[src/hw/cam_line_pkg.sv]
package cam_line_pkg;

    ////////////////////////////////////////////////////////////////////////////
    // line geometry
    ////////////////////////////////////////////////////////////////////////////

    localparam int h_act    = 16;                   // active pixels per line
    localparam int v_act    = 720;                  // rows per frame
    localparam int coord_w  = 11;                   // row and col field width
    localparam int pix_aw   = $clog2(h_act);        // line memory address width

    localparam logic [pix_aw-1:0] last_pix = pix_aw'(h_act - 1);

    // idle cycles between cam1 readout and cam2 trigger
    localparam int gap_wait = h_act;
    localparam int gap_cw   = $clog2(gap_wait + 1);

    localparam logic [4:0] cam1_id = 5'b10000;
    localparam logic [4:0] cam2_id = 5'b01000;

    ////////////////////////////////////////////////////////////////////////////
    // stream words
    ////////////////////////////////////////////////////////////////////////////

    typedef struct packed {
        logic               frame_start;
        logic               line_valid;
        logic               pix_valid;
        logic [coord_w-1:0] row;
        logic [coord_w-1:0] col;
        logic [23:0]        pix;            // r in [23:16], b in [7:0]
    } cam_pack_t;

    typedef struct packed {
        logic [7:0]         data;
        logic [coord_w-1:0] row;
        logic               last;           // final byte of the line
    } line_byte_t;

    typedef struct packed {
        logic [7:0] data;
        logic       last;
    } pkt_byte_t;

endpackage : cam_line_pkg

[src/hw/line_buffer.sv]
`timescale 1ns/1ps

module line_buffer import cam_line_pkg::*; (
    input  logic       rclk,
    input  logic       rstn,
    input  cam_pack_t  cam_pack,
    input  logic       cap_trig,
    output logic       busy,
    output logic       error,
    output line_byte_t rd,
    output logic       rd_valid,
    input  logic       rd_ready
);

    typedef enum logic [1:0] {
        st_idle,
        st_arm,                                 // waiting for col 0
        st_cap,
        st_read
    } state_t;

    state_t             state;
    logic [23:0]        mem [h_act];
    logic [pix_aw-1:0]  wr_ptr;
    logic [pix_aw-1:0]  rd_ptr;
    logic [1:0]         byte_sel;               // 0 r, 1 g, 2 b
    logic [coord_w-1:0] row_q;
    logic [23:0]        rd_pix;
    logic               pix_in;
    logic               wr_en;
    logic               rd_take;

    assign pix_in  = cam_pack.pix_valid && cam_pack.line_valid;
    assign wr_en   = pix_in && ((state == st_cap) ||
                                (state == st_arm && cam_pack.col == '0));
    assign rd_take = rd_valid && rd_ready;

    assign busy     = (state != st_idle);
    assign rd_valid = (state == st_read);

    always_ff @(posedge rclk or negedge rstn) begin
        if (!rstn) begin
            state    <= st_idle;
            wr_ptr   <= '0;
            rd_ptr   <= '0;
            byte_sel <= '0;
            error    <= 1'b0;
        end else begin
            case (state)
                st_idle: begin
                    wr_ptr <= '0;
                    if (cap_trig) begin
                        state <= st_arm;
                    end
                end
                st_arm: begin
                    if (wr_en) begin
                        wr_ptr <= wr_ptr + 1'b1;
                        state  <= st_cap;
                    end
                end
                st_cap: begin
                    if (!cam_pack.line_valid) begin
                        error  <= 1'b1;         // short line, drop it and rearm
                        wr_ptr <= '0;
                        state  <= st_arm;
                    end else if (wr_en) begin
                        if (wr_ptr == last_pix) begin
                            rd_ptr   <= '0;
                            byte_sel <= '0;
                            state    <= st_read;
                        end else begin
                            wr_ptr <= wr_ptr + 1'b1;
                        end
                    end
                end
                st_read: begin
                    if (rd_take) begin
                        if (byte_sel == 2'd2) begin
                            byte_sel <= '0;
                            if (rd_ptr == last_pix) begin
                                state <= st_idle;
                            end else begin
                                rd_ptr <= rd_ptr + 1'b1;
                            end
                        end else begin
                            byte_sel <= byte_sel + 1'b1;
                        end
                    end
                end
                default: state <= st_idle;
            endcase
        end
    end

    // line storage and row tag
    always_ff @(posedge rclk) begin
        if (wr_en) begin
            mem[wr_ptr] <= cam_pack.pix;
        end
        if (wr_en && state == st_arm) begin
            row_q <= cam_pack.row;
        end
    end

    assign rd_pix = mem[rd_ptr];

    always_comb begin
        rd.row  = row_q;
        rd.last = (rd_ptr == last_pix) && (byte_sel == 2'd2);
        case (byte_sel)
            2'd0:    rd.data = rd_pix[23:16];
            2'd1:    rd.data = rd_pix[15:8];
            default: rd.data = rd_pix[7:0];
        endcase
    end

    a_rd_stable: assert property (@(posedge rclk) disable iff (!rstn)
        rd_valid && !rd_ready |=> rd_valid && $stable(rd));

    a_no_trig_busy: assert property (@(posedge rclk) disable iff (!rstn)
        cap_trig |-> !busy);

endmodule : line_buffer

[src/hw/line_swap_buffer.sv]
`timescale 1ns/1ps

module line_swap_buffer import cam_line_pkg::*; (
    input  logic       rclk,
    input  logic       rstn,
    input  logic       trig,
    input  cam_pack_t  cam1_pack,
    input  cam_pack_t  cam2_pack,
    output line_byte_t line,
    output logic       line_valid,
    input  logic       line_ready,
    output logic [4:0] cam_id,
    output logic       error
);

    typedef enum logic [2:0] {
        s_idle,
        s_trig_cam1,
        s_wait_cam1,
        s_gap,
        s_trig_cam2,
        s_wait_cam2
    } state_t;

    state_t            state;
    logic [gap_cw-1:0] gap_cnt;
    logic              cam_sel;                 // 0 serves cam1, 1 serves cam2

    logic       b1_trig, b1_busy, b1_err, b1_valid, b1_ready;
    logic       b2_trig, b2_busy, b2_err, b2_valid, b2_ready;
    line_byte_t b1_rd, b2_rd;

    assign b1_trig = (state == s_trig_cam1);
    assign b2_trig = (state == s_trig_cam2);

    line_buffer u_buf1 (
        .rclk     (rclk),
        .rstn     (rstn),
        .cam_pack (cam1_pack),
        .cap_trig (b1_trig),
        .busy     (b1_busy),
        .error    (b1_err),
        .rd       (b1_rd),
        .rd_valid (b1_valid),
        .rd_ready (b1_ready)
    );

    line_buffer u_buf2 (
        .rclk     (rclk),
        .rstn     (rstn),
        .cam_pack (cam2_pack),
        .cap_trig (b2_trig),
        .busy     (b2_busy),
        .error    (b2_err),
        .rd       (b2_rd),
        .rd_valid (b2_valid),
        .rd_ready (b2_ready)
    );

    ////////////////////////////////////////////////////////////////////////////
    // output steering
    ////////////////////////////////////////////////////////////////////////////

    assign b1_ready   = !cam_sel && line_ready;
    assign b2_ready   = cam_sel && line_ready;
    assign line       = cam_sel ? b2_rd : b1_rd;
    assign line_valid = cam_sel ? b2_valid : b1_valid;
    assign cam_id     = cam_sel ? cam2_id : cam1_id;
    assign error      = b1_err || b2_err;

    ////////////////////////////////////////////////////////////////////////////
    // sequencer
    ////////////////////////////////////////////////////////////////////////////

    always_ff @(posedge rclk or negedge rstn) begin
        if (!rstn) begin
            state   <= s_idle;
            gap_cnt <= '0;
            cam_sel <= 1'b0;
        end else begin
            case (state)
                s_idle: begin
                    cam_sel <= 1'b0;
                    if (trig) begin
                        state <= s_trig_cam1;   // pulses outside idle are dropped
                    end
                end
                s_trig_cam1: state <= s_wait_cam1;
                s_wait_cam1: begin
                    if (!b1_busy) begin
                        gap_cnt <= '0;
                        state   <= s_gap;
                    end
                end
                s_gap: begin
                    if (gap_cnt == gap_cw'(gap_wait - 1)) begin
                        cam_sel <= 1'b1;
                        state   <= s_trig_cam2;
                    end else begin
                        gap_cnt <= gap_cnt + 1'b1;
                    end
                end
                s_trig_cam2: state <= s_wait_cam2;
                s_wait_cam2: begin
                    if (!b2_busy) begin
                        state <= s_idle;
                    end
                end
                default: state <= s_idle;
            endcase
        end
    end

    // only the selected buffer offers bytes and the two never hold a line together
    a_one_ready: assert property (@(posedge rclk) disable iff (!rstn)
        !(b1_valid && cam_sel) && !(b2_valid && !cam_sel) && !(b1_busy && b2_busy));

endmodule : line_swap_buffer

[src/hw/line_packetizer.sv]
`timescale 1ns/1ps

module line_packetizer import cam_line_pkg::*; (
    input  logic       rclk,
    input  logic       rstn,
    input  line_byte_t line,
    input  logic       line_valid,
    output logic       line_ready,
    input  logic [4:0] cam_id,
    output pkt_byte_t  pkt,
    output logic       pkt_valid,
    input  logic       pkt_ready
);

    typedef enum logic [1:0] {
        ph_cam,
        ph_row_hi,
        ph_row_lo,
        ph_data
    } phase_t;

    phase_t    phase;
    pkt_byte_t next_byte;
    logic      slot_free;
    logic      load;

    // header bytes wait for the first line byte so row and cam_id are valid
    assign slot_free  = !pkt_valid || pkt_ready;
    assign load       = slot_free && line_valid;
    assign line_ready = slot_free && (phase == ph_data);

    always_comb begin
        next_byte.last = 1'b0;
        case (phase)
            ph_cam:    next_byte.data = {3'b000, cam_id};
            ph_row_hi: next_byte.data = {5'b00000, line.row[10:8]};
            ph_row_lo: next_byte.data = line.row[7:0];
            default: begin
                next_byte.data = line.data;
                next_byte.last = line.last;
            end
        endcase
    end

    always_ff @(posedge rclk or negedge rstn) begin
        if (!rstn) begin
            phase     <= ph_cam;
            pkt_valid <= 1'b0;
        end else if (slot_free) begin
            pkt_valid <= line_valid;
            if (line_valid) begin
                case (phase)
                    ph_cam:    phase <= ph_row_hi;
                    ph_row_hi: phase <= ph_row_lo;
                    ph_row_lo: phase <= ph_data;
                    default:   phase <= line.last ? ph_cam : ph_data;
                endcase
            end
        end
    end

    always_ff @(posedge rclk) begin
        if (load) begin
            pkt <= next_byte;
        end
    end

    a_pkt_hold: assert property (@(posedge rclk) disable iff (!rstn)
        pkt_valid && !pkt_ready |=> pkt_valid && $stable(pkt));

endmodule : line_packetizer

[src/hw/cam_line_top.sv]
`timescale 1ns/1ps

module cam_line_top import cam_line_pkg::*; (
    input  logic      rclk,
    input  logic      rstn,
    input  logic      trig,
    input  cam_pack_t cam1_pack,
    input  cam_pack_t cam2_pack,
    output pkt_byte_t pkt,
    output logic      pkt_valid,
    input  logic      pkt_ready,
    output logic      error
);

    line_byte_t line;
    logic       line_valid;
    logic       line_ready;
    logic [4:0] cam_id;

    line_swap_buffer u_swap (
        .rclk       (rclk),
        .rstn       (rstn),
        .trig       (trig),
        .cam1_pack  (cam1_pack),
        .cam2_pack  (cam2_pack),
        .line       (line),
        .line_valid (line_valid),
        .line_ready (line_ready),
        .cam_id     (cam_id),
        .error      (error)
    );

    line_packetizer u_pkt (
        .rclk       (rclk),
        .rstn       (rstn),
        .line       (line),
        .line_valid (line_valid),
        .line_ready (line_ready),
        .cam_id     (cam_id),
        .pkt        (pkt),
        .pkt_valid  (pkt_valid),
        .pkt_ready  (pkt_ready)
    );

endmodule : cam_line_top

[config.mk]
export PLATFORM = sky130hd
export DESIGN_NAME = cam_line_top
export DESIGN_NICKNAME = d
export VERILOG_FILES = /design/src/hw/cam_line_pkg.sv /design/src/hw/line_buffer.sv /design/src/hw/line_swap_buffer.sv /design/src/hw/line_packetizer.sv /design/src/hw/cam_line_top.sv
export SDC_FILE = /design/constraint.sdc
export NUM_CORES = 1
export LEC_CHECK = 0
export BUFFER_PORTS_ARGS = -buffer_cell sky130_fd_sc_hd__clkbuf_2
export CORE_UTILIZATION = 50
export CTS_BUF_LIST = sky130_fd_sc_hd__clkbuf_4 sky130_fd_sc_hd__clkbuf_8
export DETAILED_ROUTE_END_ITERATION = 12
export PLACE_DENSITY = 0.66
export SYNTH_ARGS = -nofsm -noshare
export SYNTH_HDL_FRONTEND = slang
export SYNTH_SLANG_ARGS = --single-unit
[constraint.sdc]
create_clock -name rclk -period 10.27 [get_ports rclk]
set_input_delay 2.5675 -clock rclk [delete_from_list [all_inputs] [get_ports rclk]]
set_output_delay 2.5675 -clock rclk [all_outputs]
set_load 0.01 [all_outputs]
* Word level (Yosys, flattened, before mapping) *
Memory sizes are Yosys's and may differ from the RTL's.
Cells that the tools add are included.
Widths: inputs -> output; s select.

storage, ports and cells
  bits in registers = 69
  bits in writable memories = 768
  input bits = 102
  output and inout port bits = 11
  word-level logic and storage cells = 211
  memories kept = 2

memories
  name               words  bits a word  read ports  clocked after Yosys merged registers in  wr ports  RTL line           source
  u_swap.u_buf1.mem  16     24           1           0                                        1         line_buffer.sv:23  logic [23:0] mem [h_act];
  u_swap.u_buf2.mem  16     24           1           0                                        1         line_buffer.sv:23

cells by class
  $add $sub $neg = 7
  equal/unequal tests = 52
  muxes and demuxes = 76
  bitwise gates (word level) = 2
  reduce and logical (&&, ||, !) cells = 53

operators by type and width
  cell                 count
  $mux 4               20
  $mux 2               27
  $ne 2x2->1 const B   18
  $pmux 8 s2           2
  $reduce_and 7->1     4
  $pmux 4 s3           2
  $pmux 8 s3           1
  $logic_not 11->1     2
  $mux 20              1
  $pmux 3 s6           1
  $add 4x1->4 const B  4
  $eq 2x2->1 const B   8
  $eq 4x4->1 const B   4
  $logic_and 1x1->1    16
  $pmux 2 s4           2
  $pmux 4 s2           2
  $mux 5               3
  $mux 3               4
  $ne 3x3->1 const B   4
  $reduce_and 4->1     3
  $reduce_bool 2->1    6
  $eq 2x1->1 const B   5
  $logic_not 2->1      5
  $ne 2x1->1 const B   5
  21 further kinds     41

* Logic depth before layout (Yosys ltp) *
Gate-level depths: netlist of run 1.

  depth after elaboration = 7
  gate-level depth with buffers = 10
  mapped depth without buffers = 8

* Hierarchy *
A second synthesis of run 1 with hierarchy kept.

unflattened totals
  cells, all modules = 1673
  area, all modules = 33538.4 µm²

modules (own cells, without submodules)
  module                       instances  cells an instance  area each (µm²)  sequential area each (µm²)
  line_buffer (u_swap.u_buf2)  1          819                16149.2          12186.7
  line_buffer (u_swap.u_buf1)  1          723                15952.8          12186.7
  line_swap_buffer             1          81                 807.0            225.2
  line_packetizer              1          50                 629.4            345.3

* Worst setup path after synthesis of run 1 *
No wires, ideal clock.

  kind = input to register
  from = input cam1_pack[30] (netlist name)
  to = memory u_swap.u_buf1.mem[10][0], enable pin
  setup time = 0.440 ns
  arrival = 5.103 ns
  data required time = 9.830 ns
  slack = 4.727 ns
  cell stages on the path = 5
  path buffers = 0
  cell sequence = nor4_1 nand4_1 nand2_1 nand2_1 nor3b_1

between the ends
  longest elaborated chain between the ends = 6

ends and longest elaborated chain
  element                       RTL line           source
  from (decl)                   cam_line_top.sv:7  input cam_pack_t cam1_pack,
  $logic_not 11->1              line_buffer.sv:35  (state == st_arm && cam_pack.col == '0));
  $logic_and 1x1->1             line_buffer.sv:35
  $logic_or 1x1->1              line_buffer.sv:34  assign wr_en = pix_in && ((state == st_cap) ||
  $logic_and 1x1->1             line_buffer.sv:34
  $mux 1                        line_buffer.sv:98  if (wr_en) begin
  $mux 1 (implied by the code)  line_buffer.sv:99  mem[wr_ptr] <= cam_pack.pix;
  to (decl)                     line_buffer.sv:23

No other way between the ends.

* Final worst setup path of run 1 *
  from = input cam1_pack[25] (netlist name)
  to = memory u_swap.u_buf1.mem[2][3], enable pin

The elaborated chain is that of the path after synthesis.

==> results of run 1 <==
## cell type report
cell class | instances | share of cell area
diodes | 2 | 0.000133
clock buffers | 191 | 0.0617
clock inverters | 49 | 0.00743
inverters | 25 | 0.00249
multi-input cells | 837 | 0.214
flip-flops and latches | 837 | 0.662
well taps | 864 | 0.0287
repair buffers | 155 | 0.0239
## cell families (layout without fill, tap and decap cells)
group	Yosys count	after routing	synth area share
flops	837	837	0.741
mux	306	306	0.141
simple gates	301	301	0.0469
compound gates	201	201	0.0390
buf+inv	113	420	0.0210
fa+ha+maj	29	29	0.0108
other cells	0	2	0
## routing by layer
| metal | part of all wire | track usage | wire, um | up-vias |
|---|---|---|---|---|
| met5 | 0.00017 | 0 | 13 | - |
| met1 | 0.44 | 0.340 | 34000 | 9057 |
| met3 | 0.081 | 0.0556 | 6210 | 135 |
| met4 | 0.025 | 0.0766 | 1920 | 2 |
| li1 | - | - | - | 7684 |
| met2 | 0.45 | 0.339 | 34800 | 730 |
## worst min path at each step
stage                                    from                   to  slack (ps)
after floorplan           u_swap.u_buf1.error  u_swap.u_buf1.error         430
after global placement    u_swap.u_buf2.error  u_swap.u_buf2.error         440
after detailed placement  u_swap.u_buf2.error  u_swap.u_buf2.error         450
after CTS                 u_swap.u_buf2.error  u_swap.u_buf2.error         460
after global routing      u_swap.u_buf2.error  u_swap.u_buf2.error         470
final                     u_swap.u_buf2.error  u_swap.u_buf2.error         460
## power groups by stage
stage | sequential [mW] | combinational (mW) | clock (mW)
3_3_place_gp | 4.06 | 1.58 | 0
3_5_place_dp | 4.07 | 1.61 | 0
2_1_floorplan | 3.97 | 1.23 | 0
4_1_cts | 4.00 | 1.61 | 2.82
5_1_grt | 4.01 | 1.74 | 2.97
6_report | 4.00 | 1.61 | 2.77
## worst max-delay path, cell delays in order
cell and delay [ps]:
clkbuf_2 80, nor4_1 290, nand4_1 330, nand2_1 220
nand2b_1 150, nor2_1 170, and2_1 730, buf_4 440
## cell usage in the layout, fill, tap and decap left out, types with 26 or more instances in the layout
master      n
nand3_1    42
nor2_1     40
clkinv_1   34
mux4_2    128
buf_4      44
o21ai_0    50
nand2_1    72
a21oi_1    35
nor3_1     26
edfxtp_1  799
and2_1     37
clkbuf_8  143
ha_1       29
a22oi_1    42
clkbuf_2  110
clkbuf_4   48
dfrtp_1    32
mux2i_1   162
## flip-flops by register name, summed over array words and instances, names as in the netlist, 3 cells and up
signal / cells
u_swap.u_buf2.mem: 384
u_swap.u_buf2.row_q: 11
u_swap.u_buf1.row_q: 11
u_pkt.pkt: 9
u_swap.state: 3
u_swap.u_buf2.wr_ptr: 4
u_swap.u_buf2.rd_ptr: 4
u_swap.u_buf1.mem: 384
u_swap.u_buf1.rd_ptr: 4
u_swap.gap_cnt: 5
u_swap.u_buf1.wr_ptr: 4
## per-stage QoR
stage	hold slack, ps	cells
2_1_floorplan	425	1787
3_3_place_gp	445	2718
3_5_place_dp	450	2718
4_1_cts	463	2958
5_1_grt	467	2960
6_report	462	2960
==> results_dict.tcl, run 1 <==
set metrics [dict create \
    crit_end "u_swap.u_buf1.mem[2][3]" \
    numCtsBuffers 137 \
    yosysUniqueCellTypes 63 \
    gp_congestion 0.809 \
    ys.flop_type "edfxtp_1" \
    holdCritPathClass "flip-flop to flip-flop" \
    cts_setup_buffers 0 \
    viasPerCell 5.95 \
    top_level_ports 113 \
    start_kind "primary input" \
    drt-total-wl_um 77000 \
    overflow 0 \
    switching_share 0.280 \
    drv_slew 0 \
    p_seq_frac 0.478 \
    worstPathArrival_ps 4990 \
    synthToLayoutAreaGrowth_pct 12.1 \
    min_period_ps 4580 \
    ys_seq_elements 837 \
    crit_type "primary input to flip-flop" \
    hold_buffers 0 \
    die_w_um 261 \
    leakagePower_nw 12.2 \
    grt_start_max_net_pins 110 \
    setup_viol 0 \
    r2r_cells 7 \
    nFillCells 4956 \
    rows 94 \
    fin_skew_ps 33.7 \
    path_clk_slew_ps 50 \
    core_area_um2 66200 \
    ys_top_cells_by_count "edfxtp_1 (799), mux2i_1 (162), mux4_2 (128)" \
    cp_max_fo 13 \
    drive_gt1_frac 0.255 \
    grt_use_total 0.230 \
    end_kind "flip-flop" \
    dieArea_um2 68400 \
    cp_data_required_time_ps 10680 \
    yosys_warnings 0 \
    p_comb_frac 0.192 \
    routedWlPerCell_um 26.0 \
    stdcell_area_um2 37700 \
    firstDrtPassIters 5 \
    start_util 0.508 \
    antenna_found_initial 3 \
    multi_input_comb_area_um2 8080 \
    vias 17608 \
    yosysSeqAreaShare 0.741 \
    pwr-share-clk 0.330 \
    synth_cells 1787 \
    intPower_mw 6.03 \
    clockBufferDepth 3 \
    status "completed" \
    place_area_um2 35100 \
    finalHoldViolations 0 \
    final_core_util 0.570 \
    seq_area_um2 25000 \
    tritoncts "done" \
    p_sw_mw 2.34 \
    synthTopCellsByArea "edfxtp_1 (71%), mux4_2 (8.6%), mux2i_1 (4.8%), dfrtp_1 (2.8%), ha_1 (1.1%)" \
    avgSynthCellArea_um2 18.8 \
    synth_area_leader_cell "edfxtp_1" \
    place_worst_setup_slack_ps 4930 \
    drc 0 \
    max-cap-violations 0 \
    synthesis.nets 1918 \
    reg2reg_slack_ps 6240 \
    slew_headroom 0.166 \
    grt_pass1_wl_um 113000 \
    synthArstFlopShare 0.0454 \
    max_freq_ghz 0.218 \
    grt_pass1_vias 17747 \
    reg2reg_to "u_pkt.pkt[3]" \
    synth_top_area_share 0.713 \
    fin_crit_sh 0.446 \
    ant_nets 0 \
    finalNetCount 2124 \
    worst_slew_pin_slew_ps 1250 \
    dp_hpwl_um 44200 \
    synth_edf_count 799 \
    reg2reg_from "u_swap.u_buf1.rd_ptr[1]" \
    crit_start "cam1_pack[25]" \
    setup_tns_ps 0 \
    cts-root-buf "clkbuf_8" \
    power.density_nw_per_um2 222 \
    finalWorstSetupSlack_ps 5690 \
    port_buffers 110 \
    synth_area_um2 33700 \
    irDropWorstVdd_mv 0.105 \
    drt_iter0_drc 1797 \
    insertion_delay_ps 770 \
    clock_sinks 837 \
    die_h_um 261 \
    h-tree-depth 4 \
    cts_resized 0 \
    hold_depth 1 \
    p_total_mw 8.37 \
    yosys.cell_count.top_type "edfxtp_1" \
    grt_setup_unrepaired "no" \
]
No activity file was read; power rests on OpenSTA's default activity.
==> run 2, diff against run 1 <==
--- a/config.mk
+++ b/config.mk
@@ -5,11 +5,12 @@
 export SDC_FILE = /design/constraint.sdc
 export NUM_CORES = 1
 export LEC_CHECK = 0
+export ABC_AREA = 1
 export BUFFER_PORTS_ARGS = -buffer_cell sky130_fd_sc_hd__clkbuf_2
 export CORE_UTILIZATION = 50
 export CTS_BUF_LIST = sky130_fd_sc_hd__clkbuf_4 sky130_fd_sc_hd__clkbuf_8
 export DETAILED_ROUTE_END_ITERATION = 12
-export PLACE_DENSITY = 0.66
+export PLACE_DENSITY = 0.69
 export SYNTH_ARGS = -nofsm -noshare
 export SYNTH_HDL_FRONTEND = slang
 export SYNTH_SLANG_ARGS = --single-unit
==> constraint.sdc (replaced) <==
create_clock -name rclk -period 3.9 [get_ports rclk]
set_input_delay 0.975 -clock rclk [delete_from_list [all_inputs] [get_ports rclk]]
set_output_delay 0.975 -clock rclk [all_outputs]
set_load 0.01 [all_outputs]
==> run 2 against run 1 <==
  * Worst hold slack got worse by 160 ps
  * Cell area rose by 8.5%
  * Clock power rose to 2.5 times the previous value
  * Flip-flop and latch count did not move
  * Largest cell class unchanged
  * Global-route usage rose by 0.18 points
  * Synthesized cell count rose by 100%
  * Critical endpoint is now u_pkt.pkt[6]
  * Sequential power rose to 2.6 times the previous value
  * Sequential share of layout area fell by 5.2 points
  * Final cell count rose by 62%
==> results_dict.tcl, run 2 <==
set metrics [dict create \
    status "completed" \
    yosys_warnings 0 \
    grt_pass1_vias 23850 \
    holdCritPathClass "primary input to asynchronous set/reset pin" \
    intPower_mw 15.7 \
    cp_max_fo 60 \
    synthArstFlopShare 0.0454 \
    grt_pass1_wl_um 132000 \
    final_cells 4782 \
    die_h_um 273 \
    top_regs "u_swap.u_buf1.mem (384), u_swap.u_buf2.mem (384)" \
    tritoncts "done" \
    cts_resized 0 \
    clock_sinks 837 \
    slew_headroom 0.200 \
    max-cap-violations 0 \
    irDropWorstVdd_mv 0.461 \
    gp_congestion 0.804 \
    synth_edf_count 799 \
    drv_slew 0 \
    end_kind "flip-flop" \
    fin_crit_sh 0.757 \
    clockBufferDepth 3 \
    start_util 0.509 \
    drive_gt1_frac 0.115 \
    die_w_um 273 \
    synth_top_area_share 0.655 \
    switching_share 0.339 \
    yosysSeqAreaShare 0.681 \
    start_kind "flip-flop" \
    worstPathArrival_ps 3490 \
    ant_nets 0 \
    mostFrequentLayoutCells "nand2_1 (1335), edfxtp_1 (799), inv_1 (434), nand3_1 (410), nor2_1 (165)" \
    max_freq_ghz 0.339 \
    p_total_mw 23.7 \
    hold_buffers 0 \
    antenna_found_initial 6 \
    numCtsBuffers 134 \
    firstDrtPassIters 5 \
    insertion_delay_ps 780 \
    dieArea_um2 74300 \
    grt_start_max_net_pins 195 \
    ys.flop_type "edfxtp_1" \
    routedWlPerCell_um 17.7 \
    finalHoldViolations 0 \
    synth_area_um2 36600 \
    ys_seq_elements 837 \
    cp_data_required_time_ps 4430 \
    finalWorstSetupSlack_ps 946 \
    drc 0 \
    synth_area_leader_cell "edfxtp_1" \
    port_buffers 110 \
    worst_hold_slack_ps 303 \
    place_worst_setup_slack_ps 855 \
    fin_skew_ps 29.9 \
    synthesis.nets 3717 \
    p_sw_mw 8.02 \
    leakagePower_nw 17.0 \
    top_level_ports 113 \
    vias 24722 \
    crit_type "flip-flop to flip-flop" \
    setup_viol 0 \
    worst_slew_pin_slew_ps 1200 \
    h-tree-depth 4 \
    drt_iter0_drc 2499 \
    place_inst 4547 \
    core_area_um2 72000 \
    pwr-share-clk 0.298 \
    ys_top_cells_by_count "nand2_1 (1335), edfxtp_1 (799), inv_1 (436)" \
    grt_use_total 0.232 \
    avgSynthCellArea_um2 10.2 \
    overflow 0 \
    synthTopCellsByArea "edfxtp_1 (66%), nand2_1 (14%), nand3_1 (5.6%), inv_1 (4.5%), dfrtp_1 (2.6%)" \
    layout_commonest_cell "nand2_1" \
    p_comb_frac 0.266 \
    synthToLayoutAreaGrowth_pct 11.8 \
    setup_tns_ps 0 \
    min_period_ps 2950 \
    cts-root-buf "clkbuf_8" \
    dp_hpwl_um 48800 \
    finalNetCount 3864 \
    power.density_nw_per_um2 578 \
    viasPerCell 5.17 \
    rows 98 \
    synth_cells 3586 \
    yosysUniqueCellTypes 38 \
    yosys.cell_count.top_type "nand2_1" \
    cts_setup_buffers 0 \
    path_clk_slew_ps 60 \
    drt-total-wl_um 84700 \
    grt_setup_unrepaired "no" \
    p_seq_frac 0.436 \
]
run 2: cell count changes in the layout (fill, tap and decap cells not counted), moves of 23 or more:
cell     delta
mux2i_1   -162
nand3_1   +368
inv_1     +411
nor2_1    +125
nand2_1  +1263
and2_1     -37
nor2_4     +29
a22oi_1    -40
nor3_1     -23
mux4_2    -128
run 2: layout make-up:
cell class	count	area, um2
tap	950	1190
timing repair buffer	178	1310
antenna	2	5.00
fill	5819	31000
multi-input combinational	2125	9270
inverter	457	1720
sequential	837	25000
clock inverter	49	245
clock buffer	184	2240
run 2: metrics by stage:
step,area (um2),utilization
2_1_floorplan,36600,-
3_3_place_gp,38500,0.534
3_5_place_dp,38500,0.534
4_1_cts,40900,0.569
5_1_grt,40900,0.569
6_report,40900,0.569
run 2: power groups by stage:
stage | registers (mW) | clock network [mW] | logic (mW)
5_1_grt | 10.4 | 7.56 | 7.09
2_1_floorplan | 10.4 | 0 | 4.53
4_1_cts | 10.3 | 7.17 | 6.28
3_5_place_dp | 10.5 | 0 | 6.25
6_report | 10.3 | 7.06 | 6.29
3_3_place_gp | 10.5 | 0 | 6.14
run 2: kinds of logic (layout without fill, tap and decap cells):
family,Yosys count,after routing,share of synthesized area
flops,837,837,0.681
xor+xnor,4,4,0.000957
buf+inv,624,868,0.0721
other cells,0,2,0
compound gates,135,135,0.0199
fa+ha+maj,29,29,0.00991
simple gates,1957,1957,0.216
run 2: per-layer routing:
metal | global-route usage | vias to the layer above | wire, um
met5 | 0 | - | 48
met4 | 0.0801 | 8 | 1980
met3 | 0.0496 | 144 | 6730
met2 | 0.363 | 925 | 38900
met1 | 0.322 | 11684 | 37000
li1 | - | 11961 | -
run 2: path summary, 6_finish.rpt:
| check | startpoint | to | slack, ps | depth (start not counted) |
|---|---|---|---|---|
| min in group rclk | cam2_pack[38] | u_swap.u_buf2.row_q[3] | 370 | 1 |
| hold reg to reg | u_swap.u_buf2.error | u_swap.u_buf2.error | 460 | 2 |
| max in group asynchronous | rstn | u_swap.state[0] | 2940 | 2 |
| setup reg to reg | u_swap.u_buf1.rd_ptr[0] | u_pkt.pkt[6] | 950 | 13 |
| hold / removal | rstn | u_swap.u_buf2.wr_ptr[3] | 300 | 1 |
| setup / recovery | u_swap.u_buf1.rd_ptr[0] | u_pkt.pkt[6] | 950 | 13 |
run 2: critical path: stages, from the launching register on:
cell,delay [ps]
dfrtp_4,640
inv_4,550
buf_4,440
nand2_1,90
nand3_1,80
nand3_1,70
nand2_1,100
nand2_1,60
nand3_1,100
nand2_1,100
inv_1,70
nand2_1,100
nand3_1,170
nand2_1,70
